**src/hw/flash_pkg.sv**
```systemverilog
`default_nettype none

package flash_pkg;

    typedef logic [20:1] word_addr_t;  // cpu word address
    typedef logic [15:0] data_t;
    typedef logic [2:0]  dev_type_t;
    typedef logic [2:0]  block_size_t; // bit 2..0 map to address 15..13

    // device selector values
    localparam dev_type_t DEV_2F = 3'd0; // 2 or 4 MB
    localparam dev_type_t DEV_2C = 3'd1; // 1 MB
    localparam dev_type_t DEV_AB = 3'd2; // 512 kB or smaller

    localparam logic [7:0] MFR_ID = 8'h98;

    // command bytes, low data byte only
    localparam logic [7:0] CMD_UNLOCK1 = 8'hAA;
    localparam logic [7:0] CMD_UNLOCK2 = 8'h55;
    localparam logic [7:0] CMD_SETUP   = 8'h80;
    localparam logic [7:0] CMD_ID      = 8'h90;
    localparam logic [7:0] CMD_PROG    = 8'hA0;
    localparam logic [7:0] CMD_ERASE   = 8'h30;
    localparam logic [7:0] CMD_RESET   = 8'hF0;
    localparam logic [7:0] CMD_PROTECT = 8'h9A;

    // unlock addresses as seen on cpu_addr[15:1]
    localparam logic [14:0] ADDR_5555 = 15'h2AAA;
    localparam logic [14:0] ADDR_2AAA = 15'h1555;

    // a set bit means that address bit walks inside the block
    localparam block_size_t BA_64K = 3'b111;
    localparam block_size_t BA_32K = 3'b011;
    localparam block_size_t BA_16K = 3'b001;
    localparam block_size_t BA_8K  = 3'b000;

    typedef enum logic [2:0] {
        READ, UNLOCK1, UNLOCK2, SETUP, SETUP1, SETUP2, AUTOPROG, ID_MODE
    } flash_state_t;

endpackage

`default_nettype wire

```
**src/hw/mem_if.sv**
```systemverilog
`default_nettype none

// one word port toward the sdram
interface mem_if;
    flash_pkg::word_addr_t addr;
    logic                  cs;
    logic                  we;
    logic [1:0]            dsn;   // active low byte enables
    flash_pkg::data_t      wdata;
    flash_pkg::data_t      rdata; // valid while ok is high
    logic                  ok;

    modport requester (
        output addr, cs, we, dsn, wdata,
        input  rdata, ok
    );

    modport server (
        input  addr, cs, we, dsn, wdata,
        output rdata, ok
    );
endinterface

`default_nettype wire

```
**src/hw/flash_cmd_decoder.sv**
```systemverilog
`default_nettype none

module flash_cmd_decoder (
    input  logic                   rst,
    input  logic                   clk,
    input  flash_pkg::dev_type_t   dev_type,
    input  flash_pkg::word_addr_t  cpu_addr,
    input  logic                   cpu_cs,
    input  logic [1:0]             cpu_we,
    input  flash_pkg::data_t       cpu_dout,
    input  logic                   busy,
    output logic                   id_mode,
    output logic                   read_mode,
    output flash_pkg::word_addr_t  eff_addr,
    output logic                   prog_start,
    output flash_pkg::word_addr_t  prog_addr,
    output flash_pkg::data_t       prog_data,
    output logic [1:0]             prog_dsn,
    output logic                   erase_start,
    output flash_pkg::word_addr_t  erase_base,
    output flash_pkg::block_size_t erase_size
);
    flash_pkg::flash_state_t st;
    flash_pkg::word_addr_t   ba_addr;
    flash_pkg::block_size_t  ba_size;
    logic [7:0]              cmd;
    logic                    boot_blk;
    logic                    cswe;
    logic                    cswe_l;
    logic                    act;
    logic                    at_5555;
    logic                    at_2aaa;
    logic                    id_read;

    assign cmd       = cpu_dout[7:0];
    assign cswe      = cpu_cs && cpu_we != 2'b00;
    assign act       = cswe && !cswe_l && !busy; // write edge, dropped while busy
    assign at_5555   = cpu_addr[15:1] == flash_pkg::ADDR_5555;
    assign at_2aaa   = cpu_addr[15:1] == flash_pkg::ADDR_2AAA;
    assign id_mode   = st == flash_pkg::ID_MODE;
    assign read_mode = st == flash_pkg::READ;

    // missing address lines read as zero
    always_comb begin
        eff_addr = cpu_addr;
        case (dev_type)
            flash_pkg::DEV_AB: eff_addr[20:19] = 2'b00;
            flash_pkg::DEV_2C: eff_addr[20]    = 1'b0;
            default: ;
        endcase
    end

    // top 64 kB of the device is split into boot blocks
    always_comb begin
        case (dev_type)
            flash_pkg::DEV_AB: boot_blk = &eff_addr[18:16];
            flash_pkg::DEV_2C: boot_blk = &eff_addr[19:16];
            flash_pkg::DEV_2F: boot_blk = &eff_addr[20:16];
            default:           boot_blk = 1'b0;
        endcase
        ba_addr = {eff_addr[20:13], 12'd0};
        ba_size = flash_pkg::BA_64K;
        if (!boot_blk) begin
            ba_addr[15:13] = 3'b000;
        end else begin
            casez (eff_addr[15:13])
                3'b0??: begin   // lower half
                    ba_addr[14:13] = 2'b00;
                    ba_size        = flash_pkg::BA_32K;
                end
                3'b10?: ba_size = flash_pkg::BA_8K; // two 8K blocks
                default: begin  // last quarter
                    ba_addr[13] = 1'b0;
                    ba_size     = flash_pkg::BA_16K;
                end
            endcase
        end
    end

    always_ff @(posedge clk, posedge rst) begin
        if (rst) begin
            st          <= flash_pkg::READ;
            cswe_l      <= 1'b0;
            prog_start  <= 1'b0;
            erase_start <= 1'b0;
            id_read     <= 1'b0;
        end else begin
            cswe_l      <= cswe;
            prog_start  <= 1'b0;
            erase_start <= 1'b0;
            id_read     <= id_mode && (id_read || (cpu_cs && cpu_we == 2'b00));
            if (act) begin
                st <= flash_pkg::READ; // any unexpected byte
                case (st)
                    flash_pkg::READ, flash_pkg::SETUP: begin
                        if (at_5555 && cmd == flash_pkg::CMD_UNLOCK1)
                            st <= st == flash_pkg::READ ? flash_pkg::UNLOCK1 : flash_pkg::SETUP1;
                    end
                    flash_pkg::UNLOCK1, flash_pkg::SETUP1: begin
                        if (at_2aaa && cmd == flash_pkg::CMD_UNLOCK2)
                            st <= st == flash_pkg::UNLOCK1 ? flash_pkg::UNLOCK2 : flash_pkg::SETUP2;
                    end
                    flash_pkg::UNLOCK2: begin
                        if (at_5555) begin
                            case (cmd)
                                flash_pkg::CMD_PROG:  st <= flash_pkg::AUTOPROG;
                                flash_pkg::CMD_SETUP: st <= flash_pkg::SETUP;
                                flash_pkg::CMD_ID:    st <= flash_pkg::ID_MODE;
                                flash_pkg::CMD_RESET,
                                flash_pkg::CMD_PROTECT: st <= flash_pkg::READ; // no protection
                                default: ;
                            endcase
                        end
                    end
                    flash_pkg::SETUP2: erase_start <= cmd == flash_pkg::CMD_ERASE;
                    flash_pkg::AUTOPROG: prog_start <= 1'b1;
                    default: ;
                endcase
            end else if (id_mode && id_read && !cpu_cs) begin
                st <= flash_pkg::READ; // id read done
            end
        end
    end

    always_ff @(posedge clk) begin
        if (act && st == flash_pkg::AUTOPROG) begin
            prog_addr <= eff_addr;
            prog_data <= cpu_dout;
            prog_dsn  <= ~cpu_we;
        end
        if (act && st == flash_pkg::SETUP2) begin
            erase_base <= ba_addr;   // block picked by the 30 write
            erase_size <= ba_size;
        end
    end

endmodule

`default_nettype wire

```
**src/hw/flash_erase_engine.sv**
```systemverilog
`default_nettype none

module flash_erase_engine (
    input  logic                   rst,
    input  logic                   clk,
    input  logic                   erase_start,
    input  flash_pkg::word_addr_t  erase_base,
    input  flash_pkg::block_size_t erase_size,
    output logic                   busy,
    mem_if.requester               bus
);
    flash_pkg::block_size_t size;
    logic                   last;

    assign bus.we    = 1'b1;
    assign bus.dsn   = 2'b00;
    assign bus.wdata = 16'hFFFF;

    // every in-block address bit at one
    assign last = &{bus.addr[15:13] | ~size, bus.addr[12:1]};

    always_ff @(posedge clk, posedge rst) begin
        if (rst) begin
            busy   <= 1'b0;
            bus.cs <= 1'b0;
        end else if (erase_start) begin
            busy   <= 1'b1;
            bus.cs <= 1'b1;
        end else if (busy) begin
            if (bus.cs && bus.ok) begin
                bus.cs <= 1'b0;
                busy   <= !last;
            end else if (!bus.cs) begin
                bus.cs <= 1'b1; // next word
            end
        end
    end

    always_ff @(posedge clk) begin
        if (erase_start) begin
            bus.addr <= erase_base;
            size     <= erase_size;
        end else if (bus.cs && bus.ok) begin
            bus.addr[15:1] <= bus.addr[15:1] + 15'd1;
        end
    end

endmodule

`default_nettype wire

```
**src/hw/flash_prog_engine.sv**
```systemverilog
`default_nettype none

module flash_prog_engine (
    input  logic                  rst,
    input  logic                  clk,
    input  logic                  prog_start,
    input  flash_pkg::word_addr_t prog_addr,
    input  flash_pkg::data_t      prog_data,
    input  logic [1:0]            prog_dsn,
    output logic                  busy,
    mem_if.requester              bus
);
    flash_pkg::data_t new_data;
    logic [1:0]       new_dsn;

    // bus.we tells the read phase from the write phase
    always_ff @(posedge clk, posedge rst) begin
        if (rst) begin
            busy   <= 1'b0;
            bus.cs <= 1'b0;
            bus.we <= 1'b0;
        end else if (prog_start) begin
            busy   <= 1'b1;
            bus.cs <= 1'b1;
            bus.we <= 1'b0;
        end else if (busy) begin
            if (bus.cs && bus.ok) begin
                bus.cs <= 1'b0;
                bus.we <= !bus.we;
                busy   <= !bus.we;  // done after the write
            end else if (!bus.cs) begin
                bus.cs <= 1'b1;     // open the write
            end
        end
    end

    always_ff @(posedge clk) begin
        if (prog_start) begin
            bus.addr <= prog_addr;
            bus.dsn  <= 2'b00;      // read the full word
            new_data <= prog_data;
            new_dsn  <= prog_dsn;
        end else if (bus.cs && bus.ok && !bus.we) begin
            bus.wdata <= bus.rdata & new_data; // bits can only go to zero
            bus.dsn   <= new_dsn;
        end
    end

endmodule

`default_nettype wire

```
**src/hw/flash_read_port.sv**
```systemverilog
`default_nettype none

module flash_read_port (
    input  logic                  rst,
    input  logic                  clk,
    input  flash_pkg::dev_type_t  dev_type,
    input  flash_pkg::word_addr_t cpu_addr,
    input  flash_pkg::word_addr_t eff_addr,
    input  logic                  cpu_cs,
    input  logic [1:0]            cpu_we,
    input  logic                  read_mode,
    input  logic                  id_mode,
    input  logic                  busy,
    output flash_pkg::data_t      cpu_din,
    output logic                  cpu_ok,
    mem_if.requester              bus
);
    flash_pkg::data_t id_data;
    logic [7:0]       dev_id;
    logic             rd_done; // one bus read per cpu cycle

    assign bus.we    = 1'b0;
    assign bus.dsn   = 2'b00;
    assign bus.wdata = '0;

    always_comb begin
        case (dev_type)
            flash_pkg::DEV_AB: dev_id = 8'hAB;
            flash_pkg::DEV_2C: dev_id = 8'h2C;
            default:           dev_id = 8'h2F;
        endcase
        case ({cpu_addr[6], cpu_addr[1]})
            2'b00:   id_data = {dev_id, flash_pkg::MFR_ID};
            2'b01:   id_data = 16'h8002;
            default: id_data = '0;  // protection status
        endcase
    end

    assign cpu_din = id_mode ? id_data : bus.rdata;
    assign cpu_ok  = id_mode ? cpu_cs : bus.ok;

    always_ff @(posedge clk, posedge rst) begin
        if (rst) begin
            bus.cs  <= 1'b0;
            rd_done <= 1'b0;
        end else begin
            if (!cpu_cs)
                rd_done <= 1'b0;
            if (bus.cs) begin
                if (bus.ok) begin
                    bus.cs  <= 1'b0;
                    rd_done <= 1'b1;
                end
            end else if (cpu_cs && cpu_we == 2'b00 && read_mode && !busy && !rd_done) begin
                bus.cs <= 1'b1;
            end
        end
    end

    always_ff @(posedge clk) begin
        if (!bus.cs)
            bus.addr <= eff_addr; // frozen once the read opens
    end

endmodule

`default_nettype wire

```
**src/hw/flash_top.sv**
```systemverilog
`default_nettype none

module flash_top (
    input  logic                  rst,
    input  logic                  clk,
    input  flash_pkg::dev_type_t  dev_type,
    input  flash_pkg::word_addr_t cpu_addr,
    input  logic                  cpu_cs,
    input  logic [1:0]            cpu_we,
    input  flash_pkg::data_t      cpu_dout,
    output flash_pkg::data_t      cpu_din,
    output logic                  rdy,     // low while busy
    output logic                  cpu_ok,
    output flash_pkg::word_addr_t cart_addr,
    output logic                  cart_we,
    output logic                  cart_cs,
    output logic [1:0]            cart_dsn,
    output flash_pkg::data_t      cart_din,
    input  logic                  cart_ok,
    input  flash_pkg::data_t      cart_data
);
    mem_if rd_bus ();
    mem_if prog_bus ();
    mem_if erase_bus ();
    mem_if sd_bus ();

    flash_pkg::word_addr_t  eff_addr;
    flash_pkg::word_addr_t  prog_addr;
    flash_pkg::word_addr_t  erase_base;
    flash_pkg::data_t       prog_data;
    flash_pkg::block_size_t erase_size;
    logic [1:0]             prog_dsn;
    logic                   prog_start;
    logic                   erase_start;
    logic                   prog_busy;
    logic                   erase_busy;
    logic                   id_mode;
    logic                   read_mode;

    assign rdy = ~|{erase_busy, prog_busy, rd_bus.cs};

    assign cart_addr    = sd_bus.addr;
    assign cart_we      = sd_bus.we;
    assign cart_cs      = sd_bus.cs;
    assign cart_dsn     = sd_bus.dsn;
    assign cart_din     = sd_bus.wdata;
    assign sd_bus.ok    = cart_ok;
    assign sd_bus.rdata = cart_data;

    flash_cmd_decoder i_decoder (
        .rst, .clk, .dev_type, .cpu_addr, .cpu_cs, .cpu_we, .cpu_dout,
        .busy        (~rdy),
        .id_mode, .read_mode, .eff_addr,
        .prog_start, .prog_addr, .prog_data, .prog_dsn,
        .erase_start, .erase_base, .erase_size
    );

    flash_read_port i_read_port (
        .rst, .clk, .dev_type, .cpu_addr, .eff_addr, .cpu_cs, .cpu_we,
        .read_mode, .id_mode,
        .busy    (prog_busy | erase_busy),
        .cpu_din, .cpu_ok,
        .bus     (rd_bus)
    );

    flash_prog_engine i_prog (
        .rst, .clk, .prog_start, .prog_addr, .prog_data, .prog_dsn,
        .busy (prog_busy),
        .bus  (prog_bus)
    );

    flash_erase_engine i_erase (
        .rst, .clk, .erase_start, .erase_base, .erase_size,
        .busy (erase_busy),
        .bus  (erase_bus)
    );

    mem_arbiter i_arbiter (
        .rst, .clk,
        .erase_bus (erase_bus),
        .prog_bus  (prog_bus),
        .rd_bus    (rd_bus),
        .sd_bus    (sd_bus)
    );

endmodule

`default_nettype wire

```
**src/hw/mem_arbiter.sv**
```systemverilog
`default_nettype none

module mem_arbiter (
    input  logic     rst,
    input  logic     clk,
    mem_if.server    erase_bus,
    mem_if.server    prog_bus,
    mem_if.server    rd_bus,
    mem_if.requester sd_bus
);
    logic [2:0] gnt; // one hot {erase, prog, read}

    always_ff @(posedge clk, posedge rst) begin
        if (rst) begin
            gnt <= 3'b000;
        end else if (gnt == 3'b000) begin
            if (!sd_bus.ok) begin   // last transaction fully closed
                if (erase_bus.cs)
                    gnt <= 3'b100;
                else if (prog_bus.cs)
                    gnt <= 3'b010;
                else if (rd_bus.cs)
                    gnt <= 3'b001;
            end
        end else if (sd_bus.ok) begin
            gnt <= 3'b000;
        end
    end

    always_comb begin
        sd_bus.addr  = rd_bus.addr;
        sd_bus.we    = rd_bus.we;
        sd_bus.dsn   = rd_bus.dsn;
        sd_bus.wdata = rd_bus.wdata;
        sd_bus.cs    = gnt[0] & rd_bus.cs;
        if (gnt[1]) begin
            sd_bus.addr  = prog_bus.addr;
            sd_bus.we    = prog_bus.we;
            sd_bus.dsn   = prog_bus.dsn;
            sd_bus.wdata = prog_bus.wdata;
            sd_bus.cs    = prog_bus.cs;
        end
        if (gnt[2]) begin
            sd_bus.addr  = erase_bus.addr;
            sd_bus.we    = erase_bus.we;
            sd_bus.dsn   = erase_bus.dsn;
            sd_bus.wdata = erase_bus.wdata;
            sd_bus.cs    = erase_bus.cs;
        end
    end

    assign erase_bus.ok    = gnt[2] & sd_bus.ok;
    assign prog_bus.ok     = gnt[1] & sd_bus.ok;
    assign rd_bus.ok       = gnt[0] & sd_bus.ok;
    assign erase_bus.rdata = gnt[2] ? sd_bus.rdata : '0;
    assign prog_bus.rdata  = gnt[1] ? sd_bus.rdata : '0;
    assign rd_bus.rdata    = gnt[0] ? sd_bus.rdata : '0;

endmodule

`default_nettype wire

```
**config.mk**
```make
export PLATFORM = sky130hd
export DESIGN_NAME = flash_top
export DESIGN_NICKNAME = d
export VERILOG_FILES = /design/src/hw/flash_pkg.sv /design/src/hw/mem_if.sv /design/src/hw/flash_cmd_decoder.sv /design/src/hw/flash_erase_engine.sv /design/src/hw/flash_prog_engine.sv /design/src/hw/flash_read_port.sv /design/src/hw/flash_top.sv /design/src/hw/mem_arbiter.sv
export SDC_FILE = /design/constraint.sdc
export NUM_CORES = 1
export LEC_CHECK = 0
export CAP_MARGIN = 20
export CORE_UTILIZATION = 45
export CTS_BUF_LIST = sky130_fd_sc_hd__clkbuf_4 sky130_fd_sc_hd__clkbuf_8
export CTS_CLUSTER_SIZE = 25
export DETAILED_ROUTE_END_ITERATION = 10
export DONT_BUFFER_PORTS = 1
export PLACE_DENSITY = 0.59
export SYNTH_ARGS = -nofsm -noshare
export SYNTH_HDL_FRONTEND = slang
export SYNTH_SLANG_ARGS = --single-unit
```
**constraint.sdc**
```tcl
create_clock -name clk -period 3.3 [get_ports clk]
set_input_delay 0 -clock clk [delete_from_list [all_inputs] [get_ports clk]]
set_output_delay 0 -clock clk [all_outputs]
set_load 0.1 [all_outputs]
```
==> results.sh, run 1 <==
export IMPL_period_share=0.829
export IMPL_cts_resized=0
export IMPL_dieWidth_um=125
export IMPL_netlist_instances=484
export IMPL_port_buffers=0
export IMPL_initial_utilization=0.465
export IMPL_drt_initial_drc_count=349
export IMPL_fmax_mhz=365
export IMPL_reg2reg_depth=4
export IMPL_ys_seq_elements=165
export IMPL_route_vias_total=4337
export IMPL_cts_buffers=17
export IMPL_slowest_delay_ns=0.66
export IMPL_hp_start="cpu_addr[3]"
export IMPL_pwr_share_seq=0.443
export IMPL_grt_pass1_vias=4341
export IMPL_insertion_delay_ns=0.44
export IMPL_synth_edf_count=146
export IMPL_p_comb_frac=0.264
export IMPL_hold_viol=0
export IMPL_power_density_nw_per_um2=645
export IMPL_cts_sinks=165
export IMPL_cts_tree="built"
export IMPL_ir_worst_vdd_mv=0.274
export IMPL_critPathKind="flip-flop to flip-flop"
export IMPL_cp_arrival_ns=2.89
export IMPL_dpl_cell_area_um2=7400
export IMPL_gp_congestion=0.802
export IMPL_overflow=0
export IMPL_hp_class="input port to flip-flop"
export IMPL_r2r_end="i_decoder.prog_data[9]$_DFFE_PP_"
export IMPL_synth_fp_nets=546
export IMPL_avgSynthCellArea_um2=14.0
export IMPL_cp_startpoint="i_prog.busy$_DFF_PP0_"
export IMPL_synth_flop_cell="edfxtp_1"
export IMPL_io_pins=119
export IMPL_clock_path_buffers=2
export IMPL_htree_levels=4
export IMPL_critPathLaunchType="flip-flop"
export IMPL_tns_ns=0
export IMPL_setup_viol_count_final=0
export IMPL_post_cts_setup_buffers=0
export IMPL_dp_slack_ns=0.580
export IMPL_period_minus_slack_ns=2.74
export IMPL_synthArstFlopShare=0.103
export IMPL_dp_hpwl_um=10300
export IMPL_yosysWarnings=0
export IMPL_rows=44
export IMPL_via_per_inst=5.55
export IMPL_postLayoutCellArea_um2=8450
export IMPL_clkTransAtPathRegs_ns=0.08
export IMPL_root_buffer="clkbuf_8"
export IMPL_fin_ws_ns=0.564
export IMPL_relSlewSlack=0.311
export IMPL_cp_required_ns=3.45
export IMPL_antenna_found_initial=0
export IMPL_drive_above_1_share=0.186
export IMPL_switching_power_uw=1880
export IMPL_cp_cell_sequence="or4b_4 > nor4_1 > and3_2 > buf_4"
export IMPL_drt_pass1_iterations=4
export IMPL_ant_nets=0
export IMPL_critPathCapture="i_decoder.prog_data[9]$_DFFE_PP_"
export IMPL_grt_max_degree=45
export IMPL_grt_usage=0.210
export IMPL_outcome="finished clean"
export IMPL_grt_pass1_wl_um=24300
export IMPL_worst_pin_slew_ns=1.03
export IMPL_syn_area_um2=6780
export IMPL_routed_wl_um=15700
export IMPL_rrSetupSlack_ns=0.56
export IMPL_cp_slowest_cell="and3_2"
export IMPL_power_frac_clock=0.294
export IMPL_die_h_um=125
export IMPL_worstPathMaxFanout=22
export IMPL_core_area_um2=14600
export IMPL_regToRegStartpoint="i_prog.busy$_DFF_PP0_"
export IMPL_power_leakage_uw=0.00316
export IMPL_slew_viol_final=0
export IMPL_p_sw_frac=0.344
export IMPL_drc=0
export IMPL_area_growth_pct=24.7
export IMPL_ys_types=51
export IMPL_final_nets=646
export IMPL_yosysSeqAreaShare=0.715
export IMPL_intPower_uw=3580
export IMPL_n_antenna_cell=0
export IMPL_worstSetupEndpointType="flip-flop"
export IMPL_post_drt_wl_per_cell_um=20.1
export IMPL_clock_skew_ns=0.00584
export IMPL_rsz0062_at_grt="false"
export IMPL_dieArea_um2=15600
export IMPL_totalPowerFinal_uw=5450
export IMPL_cap_violations=0
## power groups by stage
stage                     clock network [uW]  registers, uW  logic, uW
after global routing                    1720           2420       1490
after detailed placement                   0           2460       1360
final                                   1600           2410       1440
after floorplan                            0           2440       1030
after global placement                     0           2450       1350
after CTS                               1640           2410       1440
## what timing repair did
item,4_1_cts,5_1_grt
endpoints found under the setup margin,0,0
hold buffers,61,0
hold endpoints to repair,120,0
## state kept, by name, summed over array words and instances, names as in the netlist, 2 cells and up
name,count
i_prog.new_dsn,2
i_read_port.bus.addr,20
i_erase.size,3
i_decoder.erase_base,8
i_decoder.erase_size,3
i_prog.new_data,16
i_prog.bus.dsn,2
i_decoder.prog_addr,20
i_decoder.st,3
i_arbiter.gnt,3
i_decoder.prog_data,16
i_erase.bus.addr,20
i_decoder.prog_dsn,2
i_prog.bus.addr,20
i_prog.bus.wdata,16
## cell type report
class / instances / area, um^2
clock buffers: 17 / 234
clock inverters: 15 / 210
fillers: 1169 / 6130
inverters: 15 / 56.3
multi-input cells: 281 / 1920
flip-flops and latches: 165 / 4850
well taps: 184 / 230
repair buffers: 104 / 953
## metrics by stage
step / util / cells / hold slack, ns
floorplan: - / 484 / -0.0739
global placement: 0.507 / 688 / 0.0253
detailed placement: 0.507 / 688 / 0.0223
CTS: 0.580 / 781 / 0.00652
global route: 0.580 / 781 / 0.0243
finish: 0.580 / 781 / 0.0368
## per-layer routing
layer	share of wire	global-route usage	vias to the layer above
met5	0	0	-
met4	0.021	0.0872	0
met3	0.049	0.0464	22
met2	0.49	0.330	116
met1	0.44	0.282	2171
li1	-	-	2028
## cell usage after synthesis, types with 2 or more instances
| library cell | instances | area share |
|---|---|---|
| nand4_1 | 8 | 0.0074 |
| or4b_2 | 2 | 0.0030 |
| dfxtp_1 | 2 | 0.0059 |
| xnor2_1 | 9 | 0.012 |
| buf_1 | 4 | 0.0022 |
| nor3b_2 | 2 | 0.0037 |
| nand2_1 | 34 | 0.019 |
| inv_1 | 15 | 0.0083 |
| a21oi_1 | 6 | 0.0044 |
| mux2i_1 | 20 | 0.030 |
| nand3_1 | 17 | 0.013 |
| and3_1 | 27 | 0.025 |
| nor4_1 | 3 | 0.0028 |
| or3_1 | 2 | 0.0018 |
| nor2_1 | 29 | 0.016 |
| nor2b_1 | 4 | 0.0037 |
| dfrtp_1 | 17 | 0.063 |
| nor4bb_1 | 2 | 0.0030 |
| o21ai_0 | 32 | 0.024 |
| nor4b_1 | 3 | 0.0039 |
| and2_1 | 2 | 0.0018 |
| xor2_1 | 6 | 0.0078 |
| a31oi_1 | 3 | 0.0028 |
| nand2b_1 | 5 | 0.0046 |
| o21a_1 | 2 | 0.0022 |
| a22oi_1 | 2 | 0.0022 |
| nand4b_1 | 5 | 0.0065 |
| edfxtp_1 | 146 | 0.65 |
| nor3_1 | 7 | 0.0052 |
| and3b_1 | 3 | 0.0039 |
| clkbuf_1 | 19 | 0.011 |
| a21o_1 | 27 | 0.030 |
## how the worst min path moves through the flow
stage | endpoint | cells past startpoint
3_5_place_dp | i_decoder.st[2]$_DFFE_PP0P_ | 1
4_1_cts | i_decoder.st[2]$_DFFE_PP0P_ | 4
5_1_grt | i_decoder.st[2]$_DFFE_PP0P_ | 4
3_3_place_gp | i_decoder.st[2]$_DFFE_PP0P_ | 1
6_report | i_decoder.st[2]$_DFFE_PP0P_ | 4
2_1_floorplan | i_arbiter.gnt[0]$_DFFE_PP0P_ | 1
## layout by cell type (no fill, tap or decap), drive strengths merged, types with 17 or more instances in the layout
cell,netlist,routed
edfxtp,146,146
dlygate4sd3,0,61
buf,4,43
nand2,34,34
o21ai,32,32
nor2,29,29
a21o,27,27
and3,27,27
mux2i,20,20
nand3,17,17
clkbuf,19,17
dfrtp,17,17
## worst max-delay path, delay by kind of cell (launching register included)
kind	cells	cell delay [ns]
flops	1	0.43
buf+inv	1	0.31
simple gates	3	1.69
## kinds of logic after synthesis
logic type      share of synthesized area
flops                               0.715
simple gates                        0.135
fa+ha+maj                         0.00185
buf+inv                            0.0210
mux                                0.0312
xor+xnor                           0.0194
compound gates                     0.0766
Power figures use the tool's default switching activity.
==> run 2, diff against run 1 <==
==> constraint.sdc (replaced) <==
create_clock -name clk -period 2.6 [get_ports clk]
set_input_delay 0 -clock clk [delete_from_list [all_inputs] [get_ports clk]]
set_output_delay 0 -clock clk [all_outputs]
set_load 0.1 [all_outputs]
==> run 2 against run 1 <==
Against the previous run: combinational power rose by 33%; utilization increased by 1.6 points; highest routed layer unchanged; critical endpoint is now i_decoder.erase_base[19]$_DFFE_PP_; non-clock buffer count is 27 higher; sequential cell count stayed put; register-to-register slack got worse by 0.29 ns.
==> results.sh, run 2 (synthesized netlist as in run 1, its figures left out) <==
export IMPL_rsz0062_at_grt="false"
export IMPL_grt_pass1_wl_um=24400
export IMPL_worst_pin_slew_ns=0.889
export IMPL_drc=0
export IMPL_grt_max_degree=37
export IMPL_n_antenna_cell=0
export IMPL_period_share=0.893
export IMPL_relSlewSlack=0.409
export IMPL_ctsHoldBuffers=61
export IMPL_drive_above_1_share=0.220
export IMPL_clock_path_buffers=2
export IMPL_final_nets=673
export IMPL_hold_viol=0
export IMPL_io_pins=119
export IMPL_rows=44
export IMPL_cts_tree="built"
export IMPL_outcome="finished clean"
export IMPL_post_cts_setup_buffers=0
export IMPL_root_buffer="clkbuf_8"
export IMPL_overflow=0
export IMPL_hp_class="input port to flip-flop"
export IMPL_ir_worst_vdd_mv=0.727
export IMPL_cp_required_ns=2.71
export IMPL_dieArea_um2=15600
export IMPL_die_h_um=125
export IMPL_dp_hpwl_um=10400
export IMPL_power_density_nw_per_um2=769
export IMPL_htree_levels=4
export IMPL_area_growth_pct=28.1
export IMPL_cap_violations=0
export IMPL_antenna_found_initial=0
export IMPL_period_minus_slack_ns=2.32
export IMPL_route_vias_total=4511
export IMPL_initial_utilization=0.465
export IMPL_core_area_um2=14600
export IMPL_cts_resized=0
export IMPL_drt_initial_drc_count=313
export IMPL_setup_viol_count_final=0
export IMPL_insertion_delay_ns=0.44
export IMPL_nFillCells=1144
export IMPL_critPathLaunchType="flip-flop"
export IMPL_ant_nets=0
export IMPL_clkTransAtPathRegs_ns=0.08
export IMPL_gp_congestion=0.877
export IMPL_routed_wl_um=15500
export IMPL_power_leakage_uw=0.00329
export IMPL_final_common_cell="edfxtp_1"
export IMPL_via_per_inst=5.60
export IMPL_drt_pass1_iterations=6
export IMPL_mostFrequentLayoutCells="146 x edfxtp_1, 61 x dlygate4sd3_1, 60 x buf_4, 34 x nand2_1, 29 x nor2_1"
export IMPL_utilization=0.595
export IMPL_tns_ns=0
export IMPL_worstPathMaxFanout=12
export IMPL_clock_skew_ns=0.00834
export IMPL_critPathKind="flip-flop to flip-flop"
export IMPL_dieWidth_um=125
export IMPL_cp_arrival_ns=2.44
export IMPL_cts_sinks=165
export IMPL_fmax_mhz=430
export IMPL_worstSetupEndpointType="flip-flop"
export IMPL_grt_usage=0.207
export IMPL_cts_buffers=17
export IMPL_slew_viol_final=0
export IMPL_grt_pass1_vias=4472
export IMPL_port_buffers=0
export IMPL_post_drt_wl_per_cell_um=19.2
-- run 2: cell types whose count changed in the layout (fill, tap and decap cells not counted) --
cell	previous run	this run
clkinv_4	2	0
clkinv_1	3	2
clkbuf_4	0	2
buf_12	0	9
buf_4	42	60
inv_6	1	0
clkinvlp_4	1	4
bufinv_16	5	2
-- run 2: area by class of cell --
cell class	count	area [um^2]	area share
sequential	165	4850	0.559
multi-input combinational	281	1920	0.221
timing repair buffer	131	1270	0.146
clock buffer	19	249	0.0287
tap	184	230	0.0265
clock inverter	11	113	0.0130
inverter	15	56.3	0.00648
-- run 2: routing by layer --
layer	track usage	up-vias	part of all wire
met2	0.328	167	0.48
met3	0.0554	29	0.070
li1	-	2085	-
met4	0.0780	0	0.022
met5	0	-	0
met1	0.273	2230	0.42
-- run 2: stage by stage --
| stage | total power (uW) | hold slack, ns | cell area, um^2 | worst slack, ns | instances |
|---|---|---|---|---|---|
| CTS | 6720 | 0.00190 | 8690 | 0.290 | 806 |
| detailed placement | 4930 | 0.0392 | 7710 | 0.293 | 715 |
| global route | 6880 | 0.0751 | 8690 | 0.150 | 806 |
| floorplan | 4420 | -0.0739 | 6800 | 0.0155 | 484 |
| finish | 6680 | 0.0333 | 8690 | 0.277 | 806 |
| global placement | 4910 | 0.0136 | 7710 | 0.347 | 715 |
-- run 2: power breakdown --
group          internal, uW  total, uW  switching (uW)
Combinational           475       1920            1450
Clock                   849       1720             866
Sequential             3000       3040            40.3
Total                  4330       6680            2350
-- run 2: worst paths after layout --
kind / from / end / slack, ns / cells past startpoint
max: i_prog.busy$_DFF_PP0_ / i_decoder.erase_base[19]$_DFFE_PP_ / 0.28 / 4
min in group asynchronous: rst / i_arbiter.gnt[2]$_DFFE_PP0P_ / 0.15 / 2
min reg2reg: i_decoder.prog_addr[0]$_DFFE_PP_ / i_prog.bus.addr[0]$_DFFE_PP_ / 0.41 / 0
max reg2reg: i_prog.busy$_DFF_PP0_ / i_decoder.erase_base[19]$_DFFE_PP_ / 0.28 / 4
min: cpu_addr[9] / i_decoder.st[0]$_DFFE_PP0P_ / 0.03 / 5
max in group asynchronous: rst / i_arbiter.gnt[1]$_DFFE_PP0P_ / 1.95 / 2
-- run 2: worst max-delay path, stage by stage (launching register included) --
cell and delay [ns]:
dfrtp_1 0.43, or4b_4 0.58, or3_4 0.41, nor3b_2 0.20, and2_2 0.37
